## config.mk

```make
export PLATFORM = sky130hd
export DESIGN_NAME = trigger_fsm
export DESIGN_NICKNAME = d
export VERILOG_FILES = /design/src/hdl/adc_trigger_pkg.sv /design/src/hdl/trigger_fsm.sv
export SDC_FILE = /design/constraint.sdc
export NUM_CORES = 1
export LEC_CHECK = 0
export BUFFER_PORTS_ARGS = -buffer_cell sky130_fd_sc_hd__buf_2
export CAP_MARGIN = 10
export CORE_AREA = 5 5 195 197
export CTS_CLUSTER_SIZE = 8
export DETAILED_ROUTE_END_ITERATION = 8
export DIE_AREA = 0 0 200 202
export PLACE_DENSITY = 0.53
export SYNTH_ARGS = -nofsm -noshare
export SYNTH_HDL_FRONTEND = slang
export SYNTH_SLANG_ARGS = --single-unit
```

## constraint.sdc

```tcl
create_clock -name axis_aclk -period 6.1 [get_ports axis_aclk]
set_input_delay 0.61 -clock axis_aclk [delete_from_list [all_inputs] [get_ports axis_aclk]]
set_output_delay 0.61 -clock axis_aclk [all_outputs]
set_load 0.01 [all_outputs]
```

## src/hdl/adc_trigger_pkg.sv

```systemverilog
package adc_trigger_pkg;

    // input stream geometry
    localparam int LANES    = 8;
    localparam int SAMPLE_W = 12;
    localparam int LANE_W   = 16;

    // output stream and header field widths
    localparam int OUT_W = 64;
    localparam int TS_W  = 32;
    localparam int EVT_W = 16;

    typedef logic [SAMPLE_W-1:0] sample_t;

    // lane 0 sits in the lowest bits, sample in the low bits of each lane
    typedef logic [LANES-1:0][LANE_W-1:0] adc_word_t;

    // one captured word, header fields only meaningful with first set
    typedef struct packed {
        adc_word_t        word;
        logic             first;
        logic             last;
        logic [TS_W-1:0]  timestamp;
        logic [EVT_W-1:0] event_num;
        sample_t          baseline;
    } frame_entry_t;

    typedef struct packed {
        logic [OUT_W-1:0] data;
        logic             user;
        logic             last;
    } out_beat_t;

endpackage

```

## src/hdl/trigger_fsm.sv

```systemverilog
`timescale 1ns/1ns

module trigger_fsm
    import adc_trigger_pkg::*;
#(
    parameter int PRE_LEN    = 4,
    parameter int POST_LEN   = 11,
    parameter int THRESHOLD  = 40,
    parameter int FIFO_DEPTH = 64
)
(
    input  logic                               axis_aclk,
    input  logic                               reset,
    input  adc_word_t                          word,
    input  logic                               word_valid,
    input  adc_word_t                          delayed_word,
    input  sample_t                            baseline,
    input  logic                               baseline_done,
    input  logic [TS_W-1:0]                    timestamp,
    input  logic                               window_active,
    input  logic                               window_last,
    input  logic [$clog2(FIFO_DEPTH+1)-1:0]    fifo_free,
    output logic                               window_start,
    output frame_entry_t                       entry,
    output logic                               entry_valid
);

    localparam int FREE_W      = $clog2(FIFO_DEPTH + 1);
    localparam int FRAME_WORDS = PRE_LEN + POST_LEN + 1;

    typedef enum logic [1:0] {st_calibrate, st_armed, st_capture} state_t;

    state_t             state;
    logic [EVT_W-1:0]   event_cnt;
    logic               keep;
    logic [SAMPLE_W:0]  limit;
    logic               hit;
    logic               armed;
    logic               detect;
    logic [FREE_W-1:0]  free_now;
    logic               fits;

    assign limit = {1'b0, baseline} + (SAMPLE_W + 1)'(THRESHOLD);

    always_comb
    begin
        hit = 1'b0;
        for (int i = 0; i < LANES; i++)
        begin
            if ({1'b0, word[i][SAMPLE_W-1:0]} > limit)
            begin
                hit = 1'b1;
            end
        end
    end

    // first word after calibration may arrive before the state moves on
    assign armed  = (state == st_armed) || (state == st_calibrate && baseline_done);
    assign detect = word_valid && armed && hit;
    assign window_start = detect;

    // an entry still on its way into the fifo is already spoken for
    assign free_now = fifo_free - FREE_W'(entry_valid);
    assign fits     = (free_now >= FREE_W'(FRAME_WORDS));

    always_ff @(posedge axis_aclk)
    begin
        if (reset)
        begin
            state       <= st_calibrate;
            event_cnt   <= '0;
            keep        <= 1'b0;
            entry_valid <= 1'b0;
        end
        else
        begin
            entry_valid <= (detect && fits) ||
                           (state == st_capture && keep && word_valid && window_active);
            if (detect)
            begin
                state     <= st_capture;
                event_cnt <= event_cnt + 1'b1;
                keep      <= fits;
            end
            else
            begin
                case (state)
                    st_calibrate:
                    begin
                        if (baseline_done)
                        begin
                            state <= st_armed;
                        end
                    end
                    st_capture:
                    begin
                        if (word_valid && window_last)
                        begin
                            state <= st_armed;
                        end
                    end
                    default:
                    begin
                        state <= state;
                    end
                endcase
            end
        end
    end

    // entry payload, qualified by entry_valid
    always_ff @(posedge axis_aclk)
    begin
        if (word_valid)
        begin
            entry.word  <= delayed_word;
            entry.first <= detect;
            entry.last  <= (state == st_capture) && window_last;
        end
        if (detect)
        begin
            entry.timestamp <= timestamp;
            entry.event_num <= event_cnt;
            entry.baseline  <= baseline;
        end
    end

endmodule

```

# --- After elaboration in Yosys (flattened, before gate mapping) ---
# Index checks and enable logic that the tools add are counted.
totals:
  register_bits: 210
  in_bits: 313
  out_inout_bits: 192
  wordCells: 65
classes:
  n_addsub: 3
  order_cmp: 9
  eq_ne: 6
  muxes: 12
  reduce_logical: 17
ops:
  columns: ["cell", "count"]
  rows:
  - ["12-bit by 13-bit > comparator with 1-bit output", 8]
  - ["16-bit by 1-bit adder with 16-bit output (second input constant)", 1]
  - ["12-bit by 6-bit adder with 13-bit output (second input constant)", 1]
  - ["1-bit logical AND", 9]
  - ["1-bit two-way mux", 8]
  - ["7-bit by 5-bit >= comparator with 1-bit output (second input constant)", 1]
  - ["7-bit by 1-bit subtractor with 7-bit output", 1]
  - ["2-bit two-way mux", 3]
  - ["3-bit AND reduction", 2]
  - ["2-bit one-hot mux with 2 select lines", 1]
  - ["3-bit by 2-bit != test with 1-bit output (second input constant)", 1]
  - ["3-bit != test (second input constant)", 1]
  - ["3-bit nonzero test", 1]
  - ["2-bit by 1-bit == test with 1-bit output (second input constant)", 1]
  - ["2-bit == test (second input constant)", 1]
  - ["2-bit zero test", 1]
  - ["1-bit logical OR", 2]
  - ["2-bit by 1-bit != test with 1-bit output (second input constant)", 1]
  - ["2-bit != test (second input constant)", 1]
  - ["2-bit nonzero test", 1]
  - ["2-bit OR reduction", 1]

# --- Longest topological paths before layout ---
# Gate-level depths: netlist of the first run.
depth:
  word_depth: 13
  ltp_mapped: 16
  ltp_nobuf: 13

# --- Worst setup path after synthesis of the first run ---
# No wires, ideal clock.
synth_timing:
  path_type: "input-to-reg"
  startpoint: "input port baseline[3]"
  endpoint: "register entry[61] in the netlist's numbering, data pin"
  setup_time_ns: 0.746
  arrival_ns: 5.640
  t_required_ns: 5.354
  path_slack_ns: -0.287
  stages: 13
  path_buffers: 2
  path_cell_list: "ha_1 o21ai_0 xor2_1 ha_1 and3_1 mux2i_1 or4_1 mux2i_1 o22ai_1 nor4_4 buf_6 buf_6 nor2_1"
synth_between:
  elab_chain_len: 11
  word_cells_on_any_way: 18
  cone_classes: "add/sub: 1; order compare: 8; mux: 8; reduce/logical: 1"
synth_lines:
  columns: ["element", "line", "rtl"]
  rows:
  - ["from (decl)", "trigger_fsm.sv:17", "input sample_t baseline,"]
  - ["12-bit by 6-bit adder with 13-bit output *", "trigger_fsm.sv:43", "assign limit = {1'b0, baseline} + (SAMPLE_W + 1)'(THRESHOLD);"]
  - ["12-bit by 13-bit > comparator with 1-bit output", "trigger_fsm.sv:50", "if ({1'b0, word[i][SAMPLE_W-1:0]} > limit)"]
  - ["1-bit two-way mux (7 in a row)", "trigger_fsm.sv:50", null]
  - ["1-bit two-way mux *", "trigger_fsm.sv:50", null]
  - ["1-bit logical AND *", "trigger_fsm.sv:59", "assign detect = word_valid && armed && hit;"]
  - ["named net window_start", "trigger_fsm.sv:23", "output logic window_start,"]
  - ["to (decl)", "trigger_fsm.sv:24", "output frame_entry_t entry,"]
# The timed path passes the listed nets; every way through them passes the cells marked *.
# A chain may end at the register's enable or synchronous reset.

# --- Worst setup path in the final report of the first run ---
layout_timing:
  startpoint: "input port baseline[3]"
  endpoint: "output port window_start"
layout_between:
  elab_chain_len: 11
  word_cells_on_any_way: 18
  cone_classes: "add/sub: 1; order compare: 8; mux: 8; reduce/logical: 1"
layout_lines:
  columns: ["element", "line"]
  rows:
  - ["12-bit by 6-bit adder with 13-bit output *", "trigger_fsm.sv:43"]
  - ["12-bit by 13-bit > comparator with 1-bit output", "trigger_fsm.sv:50"]
  - ["1-bit two-way mux (7 in a row)", "trigger_fsm.sv:50"]
  - ["1-bit two-way mux *", "trigger_fsm.sv:50"]
  - ["1-bit logical AND *", "trigger_fsm.sv:59"]
  - ["to (decl)", "trigger_fsm.sv:23"]
# Mark *: on every way between the ends. The rest lies on a longest branch, timed or not.

==> flow_metrics.py, run 1 <==
metrics = {
    "status": {
        "status": "finished, final reports clean",
    },
    "drt": {
        "dr.pass1.iters": 5,
        "num_vias": 7538,
        "drt_iter0_drc": 319,
        "ant_nets": 0,
        "drt-total-wl_mm": 33.7,
        "drc_errors": 0,
        "wl_per_cell_um": 20.7,
        "vias_per_cell": 4.62,
    },
    "global_routing": {
        "grt_pass1_vias": 7630,
        "globalRoute.totalOverflow": 0,
        "grt_max_degree": 90,
        "grtUsageTotal_pct": 15.4,
        "grt_antenna_before_repair": 19,
        "grt_pass1_wl_mm": 47.6,
    },
    "synthesis": {
        "yosys-top-cells-count": "190 x edfxtp_1, 74 x ha_1, 39 x a21oi_1",
        "synthArstFlopShare_pct": 0,
        "synth.most_common_cell": "edfxtp_1",
        "synth_area_leader_cell": "edfxtp_1",
        "syn_inst": 649,
        "avgSynthCellArea_um2": 14.5,
        "synth_enable_flop_cells": 190,
        "synth_seq_area_share_pct": 64.7,
        "synth_nets": 1036,
        "yosysWarnings": 0,
        "syn_area_um2": 9440,
        "netlist.area_leader.share_pct": 60.5,
        "synth_area_leaders": "edfxtp_1 60%, ha_1 9.8%, dfxtp_1 4.2%",
        "synth_cell_types": 71,
        "synth_ff_type": "edfxtp_1",
        "ys_seq_elements": 210,
    },
    "worst_setup_path": {
        "critical_path_class": "in -> out",
        "cp.arrival_ns": 4.33,
        "critPathLaunchType": "input pin",
        "crit_fanout": 20,
        "worstSetupEndpointType": "primary output",
        "cp.required_ns": 5.49,
    },
    "die": {
        "die_area_um2": 40400,
        "dieHeight_um": 202,
        "core_area_um2": 36100,
        "fp.dieW_um": 200,
        "initial_core_util_pct": 26.2,
        "ios": 505,
        "num_rows": 70,
    },
    "clock_tree": {
        "cts_tree": "yes",
        "clk_pin_slew_ns": 0.05,
        "postCtsSetupRepairBufs": 0,
        "htree_levels": 1,
        "cts_made_buffers": 30,
        "clkSinkCount": 210,
        "cts_resized": 0,
        "clock_latency_ns": 0.52,
        "cts_hold_buf": 0,
        "clk_path_buf_depth": 3,
        "root_buffer": "clkbuf_16",
    },
    "timing": {
        "maxSlewHeadroom_pct": 24.3,
        "max_clock_freq_mhz": 202,
        "period_share_pct": 81.0,
        "worst_pin_slew_ns": 1.14,
        "hold_viol": 0,
        "clock_skew_ns": 0.0163,
        "fin_crit_ns": 4.94,
        "rsz0062_at_grt": "no",
        "finalMaxSlewViolations": 0,
        "report.final.setup_viol": 0,
        "final.setup.tns_ns": 0,
        "hold_ws_ns": 0.255,
    },
    "placed_design": {
        "port_buffers": 472,
        "hpwlAfterDp_mm": 27.2,
        "dpl_cell_area_um2": 12400,
        "numPlacedInstances": 1579,
        "routabilityCongestion": 0.857,
    },
    "cells_and_area": {
        "areaGrowthSynthToFinish_pct": 39.9,
        "n_fill_cell": 3595,
        "nNetsFinal": 1530,
        "seq_area_um2": 6110,
        "drive_above_1_share_pct": 45.7,
        "final_cells": 1631,
        "multiInputGateArea_um2": 3160,
        "fin_util_pct": 36.6,
        "postLayoutCellArea_um2": 13200,
    },
    "power_and_ir_drop": {
        "p_leak_nw": 5.66,
        "peakVddDrop_mv": 0.254,
        "powerDensity_nw_per_um2": 285,
    },
    "flow_run": {
        "drv_cap": 0,
    },
    "hold_path": {
        "hp-class": "in -> reg",
    },
}
[cell type report]
cell class | count | area share [%]
clock inverter | 2 | 0.0664
timing repair buffer | 480 | 18.4
inverter | 19 | 0.540
multi-input combinational | 402 | 23.9
tap | 468 | 4.44
sequential | 210 | 46.3
clock buffer | 43 | 6.22
antenna | 7 | 0.133
[cells in the final DEF, fill, tap and decap left out, types with 4 or more instances in the layout]
cell,count
buf_2,471
edfxtp_1,190
ha_1,74
a21oi_1,39
clkbuf_16,31
nand2_1,25
o21ai_0,24
dfxtp_1,20
inv_1,19
nor2_1,18
nand3_1,16
o31ai_1,15
nand4_1,13
xnor2_1,13
or4_1,13
clkbuf_1,12
o21a_1,9
nor2b_1,8
a21o_1,8
xor2_1,8
o211ai_1,8
and3_1,8
buf_4,8
diode_2,7
and2_1,7
nor3_1,7
a31oi_1,7
o21ai_1,6
or3_1,5
mux2i_1,5
and4_1,4
[per-layer routing]
metal | vias to the layer above | track usage, % | routed length [um]
met1 | 3527 | 16.6 | 11900
met3 | 78 | 5.10 | 3340
li1 | 3577 | - | -
met2 | 336 | 27.7 | 17100
met5 | - | 0 | 112
met4 | 20 | 5.94 | 1280
[sequential cells by signal, indices dropped and copies added (netlist names)]
register / count
entry: 190
entry_valid: 1
event_cnt: 16
keep: 1
state: 2
[through the flow]
step                      worst slack, ns  power, mW
after detailed placement             1.12       2.34
final                                1.16       3.76
after global placement               1.07       2.33
after floorplan                     0.882       2.03
after global routing                 1.01       3.94
after CTS                            1.09       3.82
[worst max-delay path: stages]
cell,delay (ns)
buf_2,0.35
ha_1,0.32
o21ai_0,0.12
xor2_1,0.60
ha_1,0.37
or2_2,0.28
maj3_1,0.35
o21ai_0,0.10
a211o_1,0.15
o221ai_1,0.19
nor4_4,0.48
nor2_4,0.21
buf_2,0.19
[worst paths after layout]
path	startpoint	to	slack, ns	cells past startpoint
setup reg to reg	state[1]	entry[39]	3.84	5
hold / removal	delayed_word[8]	entry[70]	0.26	1
hold reg to reg	event_cnt[15]	entry[27]	0.46	0
setup / recovery	baseline[3]	window_start	1.16	13
[logic make-up (layout without fill, tap and decap cells)]
logic type,after synthesis,in the layout,synth area share (%)
flip-flops,210,210,64.7
AO/OA/AOI/OAI,155,155,11.3
AND/OR/NAND/NOR,139,139,8.48
adder cells (fa/ha/maj),77,77,10.1
buffers and inverters,37,544,1.90
XOR/XNOR,25,25,2.84
multiplexers,6,6,0.689
other,0,7,0
[power by group]
group	switching [mW]	total (mW)	internal, mW
Combinational	0.341	0.586	0.245
Clock	0.546	1.46	0.909
Sequential	0.0254	1.72	1.69
Total	0.913	3.76	2.85
(Power assumes the default switching activity.)
==> run 2: changes to the inputs <==
- clock period: 6.1 -> 4.5 ns (I/O delays scaled with it)
==> flow_metrics.py, run 2 (same netlist as run 1, synthesis figures left out) <==
metrics = {
    "timing": {
        "hold_viol": 0,
        "max_clock_freq_mhz": 242,
        "finalMaxSlewViolations": 0,
        "fin_crit_ns": 4.13,
        "worst_pin_slew_ns": 1.09,
        "period_share_pct": 91.9,
        "maxSlewHeadroom_pct": 27.0,
        "final.setup.tns_ns": 0,
        "clock_skew_ns": 0.0190,
        "rsz0062_at_grt": "no",
        "report.final.setup_viol": 0,
        "layout_setup_ws_ns": 0.367,
    },
    "die": {
        "dieHeight_um": 202,
        "fp.dieW_um": 200,
        "core_area_um2": 36100,
        "ios": 505,
        "num_rows": 70,
        "die_area_um2": 40400,
        "initial_core_util_pct": 26.2,
    },
    "placed_design": {
        "hpwlAfterDp_mm": 27.1,
        "routabilityCongestion": 0.856,
        "preCtsSetupSlack_ns": 0.389,
        "port_buffers": 472,
    },
    "clock_tree": {
        "clk_pin_slew_ns": 0.05,
        "cts_made_buffers": 30,
        "clkSinkCount": 210,
        "cts_tree": "yes",
        "root_buffer": "clkbuf_16",
        "htree_levels": 1,
        "cts_hold_buf": 0,
        "clk_path_buf_depth": 3,
        "cts_resized": 0,
        "clock_latency_ns": 0.53,
        "postCtsSetupRepairBufs": 0,
    },
    "power_and_ir_drop": {
        "p_int_mw": 3.93,
        "p_clk_share_pct": 39.5,
        "comb_power_share_pct": 15.7,
        "p_sw_mw": 1.27,
        "peakVddDrop_mv": 0.257,
        "swShare_pct": 24.4,
        "powerDensity_nw_per_um2": 391,
        "p_leak_nw": 5.71,
        "seq_power_share_pct": 44.8,
    },
    "cells_and_area": {
        "largest_register_ffs": 190,
        "reg_top3": "entry (190), event_cnt (16), state (2)",
        "top_register": "entry",
        "drive_above_1_share_pct": 46.0,
        "n_fill_cell": 3580,
        "final_cell_mix": "471 x buf_2, 190 x edfxtp_1, 74 x ha_1, 39 x a21oi_1, 31 x clkbuf_16",
        "final_common_cell": "buf_2",
        "areaGrowthSynthToFinish_pct": 40.9,
        "nNetsFinal": 1536,
    },
    "drt": {
        "wl_per_cell_um": 20.7,
        "drc_errors": 0,
        "ant_nets": 0,
        "drt-total-wl_mm": 33.9,
        "dr.pass1.iters": 4,
        "drt_iter0_drc": 343,
        "num_vias": 7511,
        "vias_per_cell": 4.60,
    },
    "worst_setup_path": {
        "cp.required_ns": 4.05,
        "critPathLaunchType": "input pin",
        "crit_fanout": 10,
        "critical_path_class": "in -> out",
        "worstSetupEndpointType": "primary output",
        "r2r.worst_path.cells": 6,
        "cp.arrival_ns": 3.68,
    },
    "global_routing": {
        "grt_antenna_before_repair": 8,
        "grtUsageTotal_pct": 15.5,
        "globalRoute.totalOverflow": 0,
        "grt_pass1_vias": 7718,
        "grt_max_degree": 85,
        "grt_pass1_wl_mm": 47.7,
    },
    "flow_run": {
        "drv_cap": 0,
    },
    "hold_path": {
        "hp-class": "in -> reg",
        "whs_path_depth": 1,
    },
    "status": {
        "status": "finished, final reports clean",
    },
}
## run 2: cell count changes in the layout (fill, tap and decap cells not counted), sizes merged
cell,delta
buf,+6
bufinv,+1
diode,-4
clkinv,-1
## run 2: cell type report
cell class,count,area [um2],area share [%]
Inverter,19,71.3,0.536
Antenna cell,3,7.51,0.0565
Multi-Input combinational cell,402,3160,23.8
Sequential cell,210,6110,45.9
Timing Repair Buffer,486,2510,18.9
Tap cell,468,586,4.40
Clock buffer,43,821,6.17
Clock inverter,2,33.8,0.254
## run 2: final timing paths
check	from	endpoint	slack [ns]
setup / recovery	baseline[3]	window_start	0.37
hold / removal	timestamp[27]	entry[55]	0.09
setup reg to reg	event_cnt[3]	event_cnt[14]	2.66
hold reg to reg	event_cnt[15]	entry[27]	0.45
## run 2: critical path, stage by stage
cell	delay, ns
buf_2	0.13
ha_1	0.25
o2111ai_1	0.22
xor2_1	0.54
ha_1	0.24
nand4_1	0.09
nor2_1	0.14
o2111ai_1	0.17
a2111oi_2	0.31
a211o_1	0.14
o221ai_1	0.21
nor4_4	0.41
buf_12	0.18
nor2_4	0.05
buf_2	0.15
## run 2: layer usage
metal	track usage (%)	vias up	wire length, um
li1	-	3583	-
met1	17.3	3523	12400
met2	28.0	335	17200
met3	4.58	58	3140
met4	5.43	12	1020
met5	0	-	95
## run 2: power groups by stage
| stage | combinational (mW) | sequential, mW | clock, mW |
|---|---|---|---|
| 6_report | 0.817 | 2.33 | 2.06 |
| 5_1_grt | 0.895 | 2.34 | 2.21 |
| 4_1_cts | 0.831 | 2.33 | 2.12 |
| 3_5_place_dp | 0.826 | 2.37 | 0 |
| 3_3_place_gp | 0.816 | 2.36 | 0 |
| 2_1_floorplan | 0.307 | 2.45 | 0 |
## run 2: per-stage QoR
step	total power [mW]	std cells	instance area, um2	util, %	hold slack [ns]
global placement	3.18	1585	12400	34.5	0.433
global route	5.44	1630	13300	36.8	0.0626
finish	5.20	1633	13300	36.8	0.0943
floorplan	2.75	649	9450	-	0.422
CTS	5.28	1630	13300	36.8	0.0641
detailed placement	3.19	1585	12400	34.5	0.434
==> run 3: changes to the inputs <==
- CTS_BUF_LIST: not set -> sky130_fd_sc_hd__clkbuf_4
==> flow_metrics.py, run 3 (same netlist as run 1, synthesis figures left out) <==
metrics = {
    "hold_path": {
        "worstHoldStart": "baseline[4]",
        "hp-class": "in -> reg",
    },
    "drt": {
        "num_vias": 8296,
        "wl_per_cell_um": 19.5,
        "ant_nets": 0,
        "drt-total-wl_mm": 35.9,
        "dr.pass1.iters": 4,
        "drc_errors": 0,
        "drt_iter0_drc": 377,
        "vias_per_cell": 4.51,
    },
    "global_routing": {
        "grt_antenna_before_repair": 6,
        "globalRoute.totalOverflow": 0,
        "grt_max_degree": 85,
        "grtUsageTotal_pct": 16.7,
        "grt_pass1_wl_mm": 51.5,
        "grt_pass1_vias": 8748,
    },
    "timing": {
        "fin_crit_ns": 4.35,
        "finalMaxSlewViolations": 0,
        "clock_skew_ns": 0.0327,
        "hold_viol": 0,
        "rsz0062_at_grt": "no",
        "report.final.setup_viol": 0,
        "worst_pin_slew_ns": 1.10,
        "maxSlewHeadroom_pct": 26.6,
        "period_share_pct": 96.6,
        "final.setup.tns_ns": 0,
        "max_clock_freq_mhz": 230,
    },
    "cells_and_area": {
        "areaGrowthSynthToFinish_pct": 56.4,
        "seq_area_um2": 6110,
        "fin_util_pct": 40.9,
        "drive_above_1_share_pct": 42.4,
        "final_cell_mix": "471 x buf_2, 190 x edfxtp_1, 164 x dlygate4sd3_1, 75 x clkbuf_4, 74 x ha_1",
        "top_register": "entry",
        "n_fill_cell": 3405,
        "reg_top3": "entry (190), event_cnt (16), state (2)",
        "multiInputGateArea_um2": 3170,
        "largest_register_ffs": 190,
        "nNetsFinal": 1723,
        "postLayoutCellArea_um2": 14800,
        "final_common_cell": "buf_2",
    },
    "die": {
        "num_rows": 70,
        "die_area_um2": 40400,
        "fp.dieW_um": 200,
        "initial_core_util_pct": 26.2,
        "core_area_um2": 36100,
        "dieHeight_um": 202,
        "ios": 505,
    },
    "clock_tree": {
        "clkSinkCount": 210,
        "clock_latency_ns": 0.64,
        "clk_pin_slew_ns": 0.06,
        "postCtsSetupRepairBufs": 0,
        "cts_made_buffers": 53,
        "clk_path_buf_depth": 3,
        "root_buffer": "clkbuf_4",
        "htree_levels": 2,
        "cts_tree": "yes",
    },
    "placed_design": {
        "port_buffers": 472,
        "routabilityCongestion": 0.856,
        "dpl_cell_area_um2": 12400,
        "hpwlAfterDp_mm": 27.1,
    },
    "power_and_ir_drop": {
        "peakVddDrop_mv": 0.207,
        "powerDensity_nw_per_um2": 331,
        "p_leak_nw": 6.38,
        "p_total_mw": 4.89,
    },
    "status": {
        "status": "finished, final reports clean",
    },
    "worst_setup_path": {
        "reg2reg_from": "event_cnt[3]",
        "worstSetupEndpointType": "primary output",
        "crit_slowest_cell": "dlygate4sd3_1",
        "crit_fanout": 10,
        "path_cells": "dlygate4sd3_1, buf_2, and4_1, o211ai_1, xor2_2, buf_4, ha_1, nand4_1, nor2_1, nand3_1, o31ai_1, o221ai_1, nor4_4, buf_12, nor2_4, buf_2",
        "critical_path_class": "in -> out",
        "cpPeakStageDelay_ns": 0.53,
        "cp_num_buf_inv": 5,
        "critPathLaunchType": "input pin",
        "cpMostUsedCell": "buf_2",
        "cp.arrival_ns": 3.90,
        "crit_family": "buffers and inverters",
        "cp.required_ns": 4.05,
        "critPathLaunch": "baseline[9]",
    },
    "flow_run": {
        "drv_cap": 0,
    },
}
## run 3: cell types whose count changed in the layout (fill, tap and decap cells not counted), sizes merged
cell         delta
clkbuf         +32
dlygate4sd3   +164
inv             +1
clkinv          +9
bufinv          +1
## run 3: final cells by class
class                   count  area share, %
multi-input cells         402           21.5
well taps                 468           3.97
flip-flops and latches    210           41.4
clock buffers              75           3.81
diodes                      3         0.0509
inverters                  19          0.483
clock inverters            13          0.721
repair buffers            650           28.1
## run 3: timing repair
item | CTS | global route
endpoints found under the hold margin | 164 | 0
setup endpoints to repair | 0 | 1
resized for setup | 0 | 1
hold buffers | 164 | 0
## run 3: final timing paths
path,end,slack [ns],cells after the start
max,window_start,0.15,16
min,entry[4],0.1,1
max reg2reg,event_cnt[14],2.66,6
min reg2reg,entry[27],0.45,0
## run 3: through the flow
step / setup WS, ns / hold WS, ns / instances
final: 0.153 / 0.0983 / 1840
after global routing: 0.0116 / 0.0229 / 1839
after CTS: 0.102 / 0.00893 / 1837
after detailed placement: 0.389 / 0.434 / 1585
after global placement: 0.423 / 0.433 / 1585
after floorplan: 0.303 / 0.422 / 649
## run 3: worst register-to-register path, delay by kind of cell, from the launching register on
family | cells | cell delay (ns)
AND/OR/NAND/NOR | 5 | 1.21
flip-flops | 1 | 0.40
AO/OA/AOI/OAI | 1 | 0.14
## run 3: metal layers
layer  GRT usage, %  part of all wire [%]
met3           4.37                   7.6
met2           29.6                    50
met1           18.5                    38
met4           7.47                   4.1
met5              0                  0.11
## run 3: power by group
part | total, mW | switching [mW] | internal [mW]
registers | 2.32 | 0.0361 | 2.29
logic | 0.945 | 0.507 | 0.438
clock network | 1.62 | 0.743 | 0.876
total | 4.89 | 1.29 | 3.60
